<file path="config.mk">
export PLATFORM = sky130hd
export DESIGN_NAME = gpio_top
export DESIGN_NICKNAME = d
export VERILOG_FILES = /design/src/logic/gpio_pkg.sv /design/src/logic/gpio_apb_slave.sv /design/src/logic/gpio_pin.sv /design/src/logic/gpio_top.sv
export SDC_FILE = /design/constraint.sdc
export NUM_CORES = 1
export LEC_CHECK = 0
export BUFFER_PORTS_ARGS = -buffer_cell sky130_fd_sc_hd__buf_2
export CELL_PAD_IN_SITES_DETAIL_PLACEMENT = 0
export CELL_PAD_IN_SITES_GLOBAL_PLACEMENT = 1
export CORE_MARGIN = 2
export CORE_UTILIZATION = 40
export CTS_CLUSTER_SIZE = 28
export DETAILED_ROUTE_END_ITERATION = 8
export GPL_TIMING_DRIVEN = 0
export PLACE_DENSITY = 0.67
export SLEW_MARGIN = 10
export SYNTH_ARGS = -nofsm -noshare
export SYNTH_HDL_FRONTEND = slang
export SYNTH_HIERARCHICAL = 1
export SYNTH_SLANG_ARGS = --single-unit
</file>
<file path="constraint.sdc">
create_clock -name PCLK -period 7.6 [get_ports PCLK]
set_input_delay 1.52 -clock PCLK [delete_from_list [all_inputs] [get_ports PCLK]]
set_output_delay 1.52 -clock PCLK [all_outputs]
set_load 0.01 [all_outputs]
</file>
<file path="src/logic/gpio_pkg.sv">
package gpio_pkg;

   // ----------------------------------------------------------------------
   // bus
   // ----------------------------------------------------------------------
   localparam int bus_width = 32;

   typedef struct packed {
      logic                 psel;
      logic                 penable;
      logic                 pwrite;
      logic [7:0]           paddr;
      logic [bus_width-1:0] pwdata;
   } apb_req_t;

   typedef struct packed {
      logic [bus_width-1:0] prdata;
      logic                 pready;
      logic                 pslverr;
   } apb_rsp_t;

   // config bytes live below addr_intr
   localparam logic [7:0] addr_intr  = 8'h80;
   localparam logic [7:0] addr_gpin  = 8'h90;
   localparam logic [7:0] addr_gpout = 8'hA0;

   typedef enum logic [2:0] {
      reg_config,
      reg_intr,
      reg_gpin,
      reg_gpout,
      reg_none
   } reg_sel_e;

   // ----------------------------------------------------------------------
   // per-pin configuration
   // ----------------------------------------------------------------------
   // values 5..7 leave the pin without an interrupt
   typedef enum logic [2:0] {
      irq_level_high = 3'd0,
      irq_level_low  = 3'd1,
      irq_edge_pos   = 3'd2,
      irq_edge_neg   = 3'd3,
      irq_edge_both  = 3'd4
   } irq_type_e;

   typedef struct packed {
      irq_type_e int_type;
      logic      spare;
      logic      int_en;
      logic      oe_en;
      logic      in_en;
      logic      out_en;
   } pin_cfg_t;

   // write strobes fanned out to every pin
   typedef struct packed {
      logic                 intr_clr;
      logic                 gpout_we;
      logic [bus_width-1:0] wdata;
   } wr_strobe_t;

endpackage

</file>
<file path="src/logic/gpio_apb_slave.sv">
`timescale 1ns/100ps

module gpio_apb_slave #(
   parameter int n_io = 32
) (
   input  gpio_pkg::apb_req_t              apb_req_i,
   input  gpio_pkg::pin_cfg_t [n_io-1:0]   cfg_i,
   input  logic [n_io-1:0]                 gpin_i,
   input  logic [n_io-1:0]                 intr_i,
   input  logic [n_io-1:0]                 gpout_i,
   output gpio_pkg::wr_strobe_t            wr_o,
   output logic [n_io-1:0]                 cfg_we_o,
   output logic [gpio_pkg::bus_width-1:0]  rdata_o
);

   import gpio_pkg::*;

   reg_sel_e   reg_sel;
   logic [5:0] cfg_idx;
   logic       cfg_hit;
   logic       wr_access;
   pin_cfg_t   cfg_rd;

   // ----------------------------------------------------------------------
   // address decode
   // ----------------------------------------------------------------------
   assign cfg_idx = apb_req_i.paddr[7:2];

   always_comb
   begin
      if (apb_req_i.paddr < addr_intr)
      begin
         reg_sel = reg_config;
      end
      else
      begin
         case (apb_req_i.paddr)
            addr_intr:  reg_sel = reg_intr;
            addr_gpin:  reg_sel = reg_gpin;
            addr_gpout: reg_sel = reg_gpout;
            default:    reg_sel = reg_none;
         endcase
      end
   end

   // only the access phase of a write commits
   assign wr_access = apb_req_i.psel & apb_req_i.penable & apb_req_i.pwrite;

   // ----------------------------------------------------------------------
   // write strobes
   // ----------------------------------------------------------------------
   assign wr_o.intr_clr = wr_access && (reg_sel == reg_intr);
   assign wr_o.gpout_we = wr_access && (reg_sel == reg_gpout);
   assign wr_o.wdata    = apb_req_i.pwdata;

   // one-hot config select that skips indices at or above n_io
   always_comb
   begin
      cfg_we_o = '0;
      cfg_rd   = '0;
      cfg_hit  = 1'b0;
      for (int i = 0; i < n_io; i++)
      begin
         if (cfg_idx == 6'(i))
         begin
            cfg_hit     = 1'b1;
            cfg_rd      = cfg_i[i];
            cfg_we_o[i] = wr_access && (reg_sel == reg_config);
         end
      end
   end

   // ----------------------------------------------------------------------
   // read mux
   // ----------------------------------------------------------------------
   always_comb
   begin
      case (reg_sel)
         reg_config:
         begin
            if (cfg_hit)
            begin
               rdata_o = bus_width'(cfg_rd);
            end
            else
            begin
               rdata_o = '0;
            end
         end
         reg_intr:  rdata_o = bus_width'(intr_i);
         reg_gpin:  rdata_o = bus_width'(gpin_i);
         reg_gpout: rdata_o = bus_width'(gpout_i);
         default:   rdata_o = '0;
      endcase
   end

endmodule

</file>
<file path="src/logic/gpio_pin.sv">
`timescale 1ns/100ps

module gpio_pin #(
   parameter logic gpout_rst = 1'b0
) (
   input  logic                 PCLK,
   input  logic                 aresetn,
   input  logic                 gpio_in_i,
   input  logic                 cfg_we_i,
   input  gpio_pkg::wr_strobe_t wr_i,
   input  logic                 wdata_bit_i,
   output gpio_pkg::pin_cfg_t   cfg_o,
   output logic                 gpin_o,
   output logic                 intr_o,
   output logic                 gpout_o,
   output logic                 gpio_out_o,
   output logic                 gpio_oe_o,
   output logic                 int_o
);

   import gpio_pkg::*;

   pin_cfg_t   cfg_q;
   logic       sync1_q;
   logic       sync2_q;
   logic       sample_q;
   // bit 0 rising, bit 1 falling, bit 2 either
   logic [2:0] edge_det;
   logic [2:0] edge_q;
   logic       flag_clr;
   logic       int_sel;
   logic       status_q;
   logic       gpout_q;

   // ----------------------------------------------------------------------
   // configuration byte
   // ----------------------------------------------------------------------
   always_ff @(posedge PCLK or negedge aresetn)
   begin
      if (!aresetn)
      begin
         cfg_q <= '0;
      end
      else if (cfg_we_i)
      begin
         cfg_q <= pin_cfg_t'(wr_i.wdata[7:0]);
      end
   end

   // ----------------------------------------------------------------------
   // input synchronizer and sample stage
   // ----------------------------------------------------------------------
   always_ff @(posedge PCLK or negedge aresetn)
   begin
      if (!aresetn)
      begin
         sync1_q  <= 1'b0;
         sync2_q  <= 1'b0;
         sample_q <= 1'b0;
      end
      else
      begin
         sync1_q  <= gpio_in_i;
         sync2_q  <= sync1_q;
         sample_q <= sync2_q;
      end
   end

   // compare the newest synced value against the sample stage
   assign edge_det[0] = sync2_q & ~sample_q;
   assign edge_det[1] = ~sync2_q & sample_q;
   assign edge_det[2] = sync2_q ^ sample_q;

   // software clears by writing a one to this pin's bit
   assign flag_clr = wr_i.intr_clr & wdata_bit_i;

   // sticky edge flags where a new edge wins over a clear
   always_ff @(posedge PCLK or negedge aresetn)
   begin
      if (!aresetn)
      begin
         edge_q <= '0;
      end
      else if (!cfg_q.int_en)
      begin
         edge_q <= '0;
      end
      else
      begin
         edge_q <= (edge_q & ~{3{flag_clr}}) | edge_det;
      end
   end

   // ----------------------------------------------------------------------
   // interrupt select and status
   // ----------------------------------------------------------------------
   always_comb
   begin
      case (cfg_q.int_type)
         irq_level_high: int_sel = sample_q;
         irq_level_low:  int_sel = ~sample_q;
         irq_edge_pos:   int_sel = edge_q[0];
         irq_edge_neg:   int_sel = edge_q[1];
         irq_edge_both:  int_sel = edge_q[2];
         default:        int_sel = 1'b0;
      endcase
   end

   assign int_o = cfg_q.int_en & int_sel;

   // status lags int_o by one edge
   always_ff @(posedge PCLK or negedge aresetn)
   begin
      if (!aresetn)
      begin
         status_q <= 1'b0;
      end
      else if (flag_clr)
      begin
         status_q <= 1'b0;
      end
      else
      begin
         status_q <= int_o;
      end
   end

   // ----------------------------------------------------------------------
   // output register
   // ----------------------------------------------------------------------
   always_ff @(posedge PCLK or negedge aresetn)
   begin
      if (!aresetn)
      begin
         gpout_q <= gpout_rst;
      end
      else if (wr_i.gpout_we)
      begin
         gpout_q <= wdata_bit_i;
      end
   end

   assign gpio_out_o = cfg_q.out_en & gpout_q;
   // oe needs the output path enabled as well
   assign gpio_oe_o  = cfg_q.oe_en & cfg_q.out_en;
   assign gpin_o     = cfg_q.in_en & sample_q;

   assign cfg_o   = cfg_q;
   assign intr_o  = status_q;
   assign gpout_o = gpout_q;

endmodule

</file>
<file path="src/logic/gpio_top.sv">
`timescale 1ns/100ps

module gpio_top #(
   parameter int          n_io        = 32,
   parameter logic [31:0] gpout_reset = 32'h0000_0000
) (
   input  logic               PCLK,
   input  logic               aresetn,
   input  gpio_pkg::apb_req_t apb_req_i,
   output gpio_pkg::apb_rsp_t apb_rsp_o,
   input  logic [n_io-1:0]    gpio_in_i,
   output logic [n_io-1:0]    gpio_out_o,
   output logic [n_io-1:0]    gpio_oe_o,
   output logic [n_io-1:0]    int_o,
   output logic               int_or_o
);

   import gpio_pkg::*;

   wr_strobe_t                 wr;
   logic [n_io-1:0]            cfg_we;
   pin_cfg_t [n_io-1:0]        cfg;
   logic [n_io-1:0]            gpin;
   logic [n_io-1:0]            intr;
   logic [n_io-1:0]            gpout;
   logic [bus_width-1:0]       rdata;

   // ----------------------------------------------------------------------
   // bus side
   // ----------------------------------------------------------------------
   gpio_apb_slave #(
      .n_io (n_io)
   ) u_apb_slave (
      .apb_req_i (apb_req_i),
      .cfg_i     (cfg),
      .gpin_i    (gpin),
      .intr_i    (intr),
      .gpout_i   (gpout),
      .wr_o      (wr),
      .cfg_we_o  (cfg_we),
      .rdata_o   (rdata)
   );

   // zero-wait slave that never errors
   assign apb_rsp_o.prdata  = rdata;
   assign apb_rsp_o.pready  = 1'b1;
   assign apb_rsp_o.pslverr = 1'b0;

   // ----------------------------------------------------------------------
   // pin slices
   // ----------------------------------------------------------------------
   for (genvar i = 0; i < n_io; i++)
   begin : g_pin
      gpio_pin #(
         .gpout_rst (gpout_reset[i])
      ) u_pin (
         .PCLK        (PCLK),
         .aresetn     (aresetn),
         .gpio_in_i   (gpio_in_i[i]),
         .cfg_we_i    (cfg_we[i]),
         .wr_i        (wr),
         .wdata_bit_i (wr.wdata[i]),
         .cfg_o       (cfg[i]),
         .gpin_o      (gpin[i]),
         .intr_o      (intr[i]),
         .gpout_o     (gpout[i]),
         .gpio_out_o  (gpio_out_o[i]),
         .gpio_oe_o   (gpio_oe_o[i]),
         .int_o       (int_o[i])
      );
   end

   assign int_or_o = |int_o;

endmodule

</file>
==> flow_summary.ini, run 1 <==
[cts]
htreeDepth = 2
cts_hold_buf = 0
cts_buffers = 58
cts.sink_count = 512
post-cts-setup-buffers = 0
cts_resized = 0
cts_buffer_depth = 3
cts_tree = done
clk_pin_slew_ps = 60
clk_latency_ps = 610
ctsRootBufferMaster = clkbuf_16

[setup_path]
path_delay_family = compound AO/OA/AOI/OAI gates
slowest_delay_ps = 950
crit_chain = buf_2 > buf_4 > buf_2 > nand2b_1 > nor2_1 > a21oi_1 > o211ai_1 > a2111oi_0 > o31ai_1 > buf_2
critPathKind = in -> out
worst_path_max_delay_cell = a2111oi_0
crit_fanout = 10
critPathLaunchType = input pin
endpoint_kind = output pin
cp_common_cell = buf_2
cp.arrival_ps = 4870
timing.critical_path.buf_inv = 4
critPathRequiredTime_ps = 6080

[cells_and_area]
final_layout_size_suffix_gt1_share_pct = 27.2
final_cell_mix = dfrtp_1, mux2_2, buf_2
n_antenna_cell = 0
final_cell_area_sq_um = 29500
final_common_cell = dfrtp_1
area_growth_syn_to_layout_pct = 16.1
finalNonFillerCells = 3409
fin_nets = 2657

[floorplan]
die_x_um = 256
pin_count = 208
core_area_sq_um = 63000
rows = 92
die_y_um = 256
initial_core_util_pct = 40.4
die-area_sq_um = 65700

[logic_synthesis]
synthesis.area_sq_um = 25500
ys_types = 75
yosysWarnings = 6
syn_area_per_cell_sq_um = 11.2
ys_seq_area_share_pct = 50.3
ys.flop_type = dfrtp_1
synth_edf_count = 0
ys_top_cells_by_area = dfrtp_1, mux2_2, ha_1, nor2_1, a21oi_1
ys_ff_latch = 512
synth.largest_area_cell = dfrtp_1
synth_cells = 2266
synthesis.nets = 2407
ys_async_sr_fraction_pct = 100
synth_top_area_share_pct = 50.3

[place]
postPlaceCellArea_sq_um = 27600
io_buffers = 173
hpwl_mm = 63.9
place_congestion = 0.953
dp.cells = 3302

[hold_path]
hold_path_class = reg -> reg

[drt]
drc = 0
dr_wl_met3_mm = 5.04
wl_per_cell_um = 25.8
m1WireLength_mm = 37.8
drt_iter0_markers = 1685
highest_layer = met5
viasPerCell = 5.75
drt-total-wl_mm = 87.9
ant_nets = 0
route.met2.wl_mm = 41.6
first_pass_iters = 5
num_vias = 19598

[global_route]
grt_pass1_wl_mm = 131
track_usage_pct = 26.6
grt-ovfl-total = 0
grt_max_degree = 113
grt_pass1_vias = 19724
antenna_found_initial = 4

[sta]
period_needed_ps = 6390
finalHoldViolCount = 0
skew_ps = 12.0
setup_violations = 0
slew_headroom_pct = 20.1
max_freq_mhz = 156
tightest_slew_ps = 1200
grt_setup_unrepaired = no
finalMaxSlewViolations = 0
hold_ws_ps = 342
post-route-period-util_pct = 84.1

[status]
run_status = finished, final reports clean

[flow_run]
drv_cap = 0

[power]
power.density_nw_per_um2 = 212
p_leak_nw = 14.2
ir_drop_v = 0.000192
==> synth_stat cells (4+ instances only) <==
cell	count
nor2b_1	71
a2111oi_0	4
nor4b_1	5
o211ai_1	11
and2_1	98
nand3b_1	32
o221ai_1	5
ha_1	64
clkbuf_1	18
a31oi_1	9
nor3_1	17
buf_1	4
nand4_1	42
a21boi_0	33
o2111ai_1	34
mux2i_1	44
a211oi_1	10
a21oi_1	127
a32oi_1	37
nand2b_1	8
and3_1	6
dfrtp_1	512
nand3_1	42
or2b_1	32
buf_4	43
mux2_2	293
o21ai_0	39
inv_1	67
nor2_1	171
nor4_1	12
mux2_1	32
a22oi_1	25
and2b_1	33
buf_2	50
o2bb2ai_1	5
nand2_1	132
o22ai_1	32
mux4_2	6
a221oi_1	7
==> per-stage QoR <==
| step | setup slack, ps | utilization, % | power, mW | setup TNS (ps) |
|---|---|---|---|---|
| after floorplan | 1090 | - | 3.23 | 0 |
| after global placement | -5560 | 43.5 | 3.49 | -3498820 |
| after detailed placement | 1260 | 43.9 | 3.51 | 0 |
| after CTS | 1250 | 46.9 | 6.32 | 0 |
| after global routing | 1100 | 46.9 | 6.47 | 0 |
| final | 1210 | 46.9 | 6.26 | 0 |
==> cell families after synthesis <==
logic type	synth area share, %
muxes	16.6
buffers and inverters	3.58
and+or+nand+nor	15.7
other	0.0295
AOI/OAI and AO/OA	10.6
DFF	50.3
adders and majority gates	3.15
==> area by class of cell <==
cell class	count	area (sq um)
fillers	5866	33400
clock buffers	92	1770
repair buffers	190	1110
plain buffers	115	659
inverters	68	255
well taps	846	1060
flip-flops and latches	512	12800
clock inverters	15	131
multi-input cells	1571	11800
==> sequential cells by signal, summed over array words and instances (netlist names) <==
| signal | count |
|---|---|
| g_pin.u_pin/edge_q | 96 |
| g_pin.u_pin/gpout_o | 32 |
| g_pin.u_pin/sample_q | 32 |
| g_pin.u_pin/intr_o | 32 |
| g_pin.u_pin/sync2_q | 32 |
| g_pin.u_pin/cfg_o | 256 |
| g_pin.u_pin/sync1_q | 32 |
==> power by group <==
| part | switching (mW) | leakage (nW) | internal [mW] | total [mW] |
|---|---|---|---|---|
| Clock | 1.14 | 0.944 | 1.65 | 2.79 |
| Combinational | 0.310 | 6.37 | 0.193 | 0.503 |
| Sequential | 0.127 | 6.87 | 2.83 | 2.96 |
| Total | 1.58 | 14.2 | 4.68 | 6.26 |
==> path summary, 6_finish.rpt <==
kind	startpoint	to	slack, ps	cells after the start
min in group asynchronous	aresetn	g_pin[21].u_pin/sync2_q	770	1
max	apb_req_i[36]	apb_rsp_o[3]	1210	10
max in group asynchronous	aresetn	g_pin[3].u_pin/sample_q	5480	3
min	g_pin[4].u_pin/sync1_q	g_pin[4].u_pin/sync2_q	340	0
min reg2reg	g_pin[4].u_pin/sync1_q	g_pin[4].u_pin/sync2_q	340	0
max reg2reg	g_pin[8].u_pin/cfg_o[6]	g_pin[8].u_pin/intr_o	6360	3
==> routing by layer <==
metal | GRT usage [%] | up-vias
met2 | 43.3 | 673
li1 | - | 8679
met3 | 3.88 | 158
met5 | 0 | -
met4 | 10.2 | 4
met1 | 35.8 | 10084
Note: power is estimated with default switching activity, not from simulation.
==> run 2: changes to the inputs <==
ABC_AREA = 1   (was default)
PLACE_DENSITY = 0.7   (was 0.67)
clock period = 5.92 ns   (was 7.6 ns; I/O delays follow)
==> run 2 against run 1 <==
  * Combinational power is 84% higher
  * Clock skew is 2.6 ps lower
  * Utilization is 0.36 points higher
  * Register-to-register slack worse by 1500 ps
  * First-iteration DRC count is 5.8% lower
  * Critical path depth stayed put
  * Non-clock buffer count is 35 lower
  * Synthesized area is 1.3% lower
  * Clock-buffer cell count is 1 lower
  * Routed wire length is 14% lower
  * Final cell count is 18% higher
  * Sequential share of layout area is 0.39 points higher
  * Highest routed layer unchanged
==> flow_summary.ini, run 2 <==
[status]
run_status = finished, final reports clean

[logic_synthesis]
syn_area_per_cell_sq_um = 8.70
synth_cells = 2888
ys_types = 37
ys.flop_type = dfrtp_1
synth.most_common_cell = nand2_1
ys_seq_area_share_pct = 51.0
synthesis.nets = 3029
synth_edf_count = 0
synthesis.area_sq_um = 25100
synth_top_area_share_pct = 51.0
synth.largest_area_cell = dfrtp_1
ys_ff_latch = 512
yosys-top-cells-count = nand2_1, dfrtp_1, inv_1
yosysWarnings = 6
ys_top_cells_by_area = dfrtp_1, nand2_1, mux2_2, inv_1, ha_1
ys_async_sr_fraction_pct = 100

[cts]
cts.sink_count = 512
cts_resized = 0
cts_tree = done
cts_buffer_depth = 3
post-cts-setup-buffers = 0
ctsRootBufferMaster = clkbuf_16
clk_latency_ps = 610
cts_hold_buf = 0
htreeDepth = 2
clk_pin_slew_ps = 60
cts_buffers = 58

[setup_path]
crit_chain = buf_2 > nor2_1 > inv_1 > nor3_1 > nand3_1 > nor2_1 > clkdlybuf4s15_1 > a22oi_1 > nand2_1 > buf_2
critPathKind = in -> out
slowest_delay_ps = 930
crit_fanout = 10
critPathRequiredTime_ps = 4740
worst_path_max_delay_cell = clkdlybuf4s15_1
endpoint_kind = output pin
r2r_cells = 8
critPathLaunchType = input pin
cp.arrival_ps = 4720

[place]
hpwl_mm = 54.1
pre_cts_ws_ps = 38.5
dp.cells = 3914
place_congestion = 0.859
io_buffers = 173
postPlaceCellArea_sq_um = 27300

[floorplan]
die_y_um = 255
pin_count = 208
initial_core_util_pct = 40.6
die-area_sq_um = 64800
core_area_sq_um = 61900
rows = 91
die_x_um = 255

[cells_and_area]
post-route-util_pct = 47.3
final_cell_area_sq_um = 29300
ff_latch_area_sq_um = 12800
area_growth_syn_to_layout_pct = 16.5
final_layout_size_suffix_gt1_share_pct = 22.7
multiInputGateArea_sq_um = 9870
finalNonFillerCells = 4025
final_common_cell = nand2_1
fin_nets = 3278
fillers = 6120
largest_reg_flops = 256
final_cell_mix = nand2_1, dfrtp_1, inv_1

[power]
ir_drop_v = 0.000190
p_leak_nw = 16.3
finalPower_mw = 8.66
power.density_nw_per_um2 = 296
internal_power_mw = 6.34
power_frac_seq_pct = 46.7
p_clk_share_pct = 42.6
swShare_pct = 26.8
combPwrFrac_pct = 10.7
p_sw_mw = 2.32

[drt]
ant_nets = 0
viasPerCell = 4.91
num_vias = 19757
drc = 0
first_pass_iters = 5
drt_iter0_markers = 1588
wl_per_cell_um = 18.7
drt-total-wl_mm = 75.3

[sta]
grt_setup_unrepaired = no
skew_ps = 9.39
slew_headroom_pct = 12.8
setup_violations = 0
max_freq_mhz = 169
period_needed_ps = 5910
finalHoldViolCount = 0
finalMaxSlewViolations = 0
tightest_slew_ps = 1310
hold_ws_ps = 340
layout_setup_ws_ps = 11.3
post-route-period-util_pct = 99.8
fin_tns_setup_ps = 0

[global_route]
track_usage_pct = 23.5
grt_max_degree = 101
grt_pass1_vias = 19696
grt-ovfl-total = 0
antenna_found_initial = 4
grt_pass1_wl_mm = 115

[hold_path]
whs_path_depth = 0
hold_path_class = reg -> reg

[flow_run]
drv_cap = 0
[run 2: worst paths after layout]
check                                   startpoint                   endpoint  slack (ps)
max                                  apb_req_i[34]              apb_rsp_o[11]          10
min                         g_pin[3].u_pin/sync1_q     g_pin[3].u_pin/sync2_q         340
max reg2reg                g_pin[1].u_pin/cfg_o[6]      g_pin[1].u_pin/intr_o        4840
min reg2reg                 g_pin[3].u_pin/sync1_q     g_pin[3].u_pin/sync2_q         340
max in group asynchronous                  aresetn  g_pin[16].u_pin/edge_q[2]        3700
min in group asynchronous                  aresetn    g_pin[31].u_pin/sync2_q         530
[run 2: critical path: cells and delay by family]
| family | cells | cell delay (ps) |
|---|---|---|
| compound gates | 1 | 210 |
| simple gates | 5 | 1830 |
| buf+inv | 4 | 1470 |
[run 2: layout make-up]
type	instances	area share, %
diodes	1	0.00854
plain buffers	81	2.36
clock buffers	91	6.14
clock inverters	19	0.602
inverters	473	6.08
multi-input cells	1822	33.7
flip-flops and latches	512	43.7
well taps	837	3.58
repair buffers	189	3.78
[run 2: cells by family after synthesis]
family | count (synthesis) | synth area share, %
compound gates | 319 | 6.74
fa+ha+maj | 64 | 3.19
simple gates | 1277 | 22.1
flops | 512 | 51.0
buf+inv | 554 | 9.78
mux | 160 | 7.17
other cells | 2 | 0.0299
[run 2: metal layers]
metal / vias up / GRT usage, % / wire length [um]
li1: 9557 / - / -
met2: 482 / 38.9 / 35800
met5: - / 0 / 27
met1: 9590 / 31.7 / 33300
met3: 124 / 3.36 / 3850
met4: 4 / 7.57 / 2250
[run 2: power by group through the flow]
stage	clock (mW)	combinational, mW	sequential (mW)
after floorplan	0	0.591	4.02
after global placement	0	0.901	4.11
after detailed placement	0	0.938	4.11
after CTS	3.79	0.942	4.05
after global routing	3.93	1.07	4.09
final	3.69	0.927	4.05
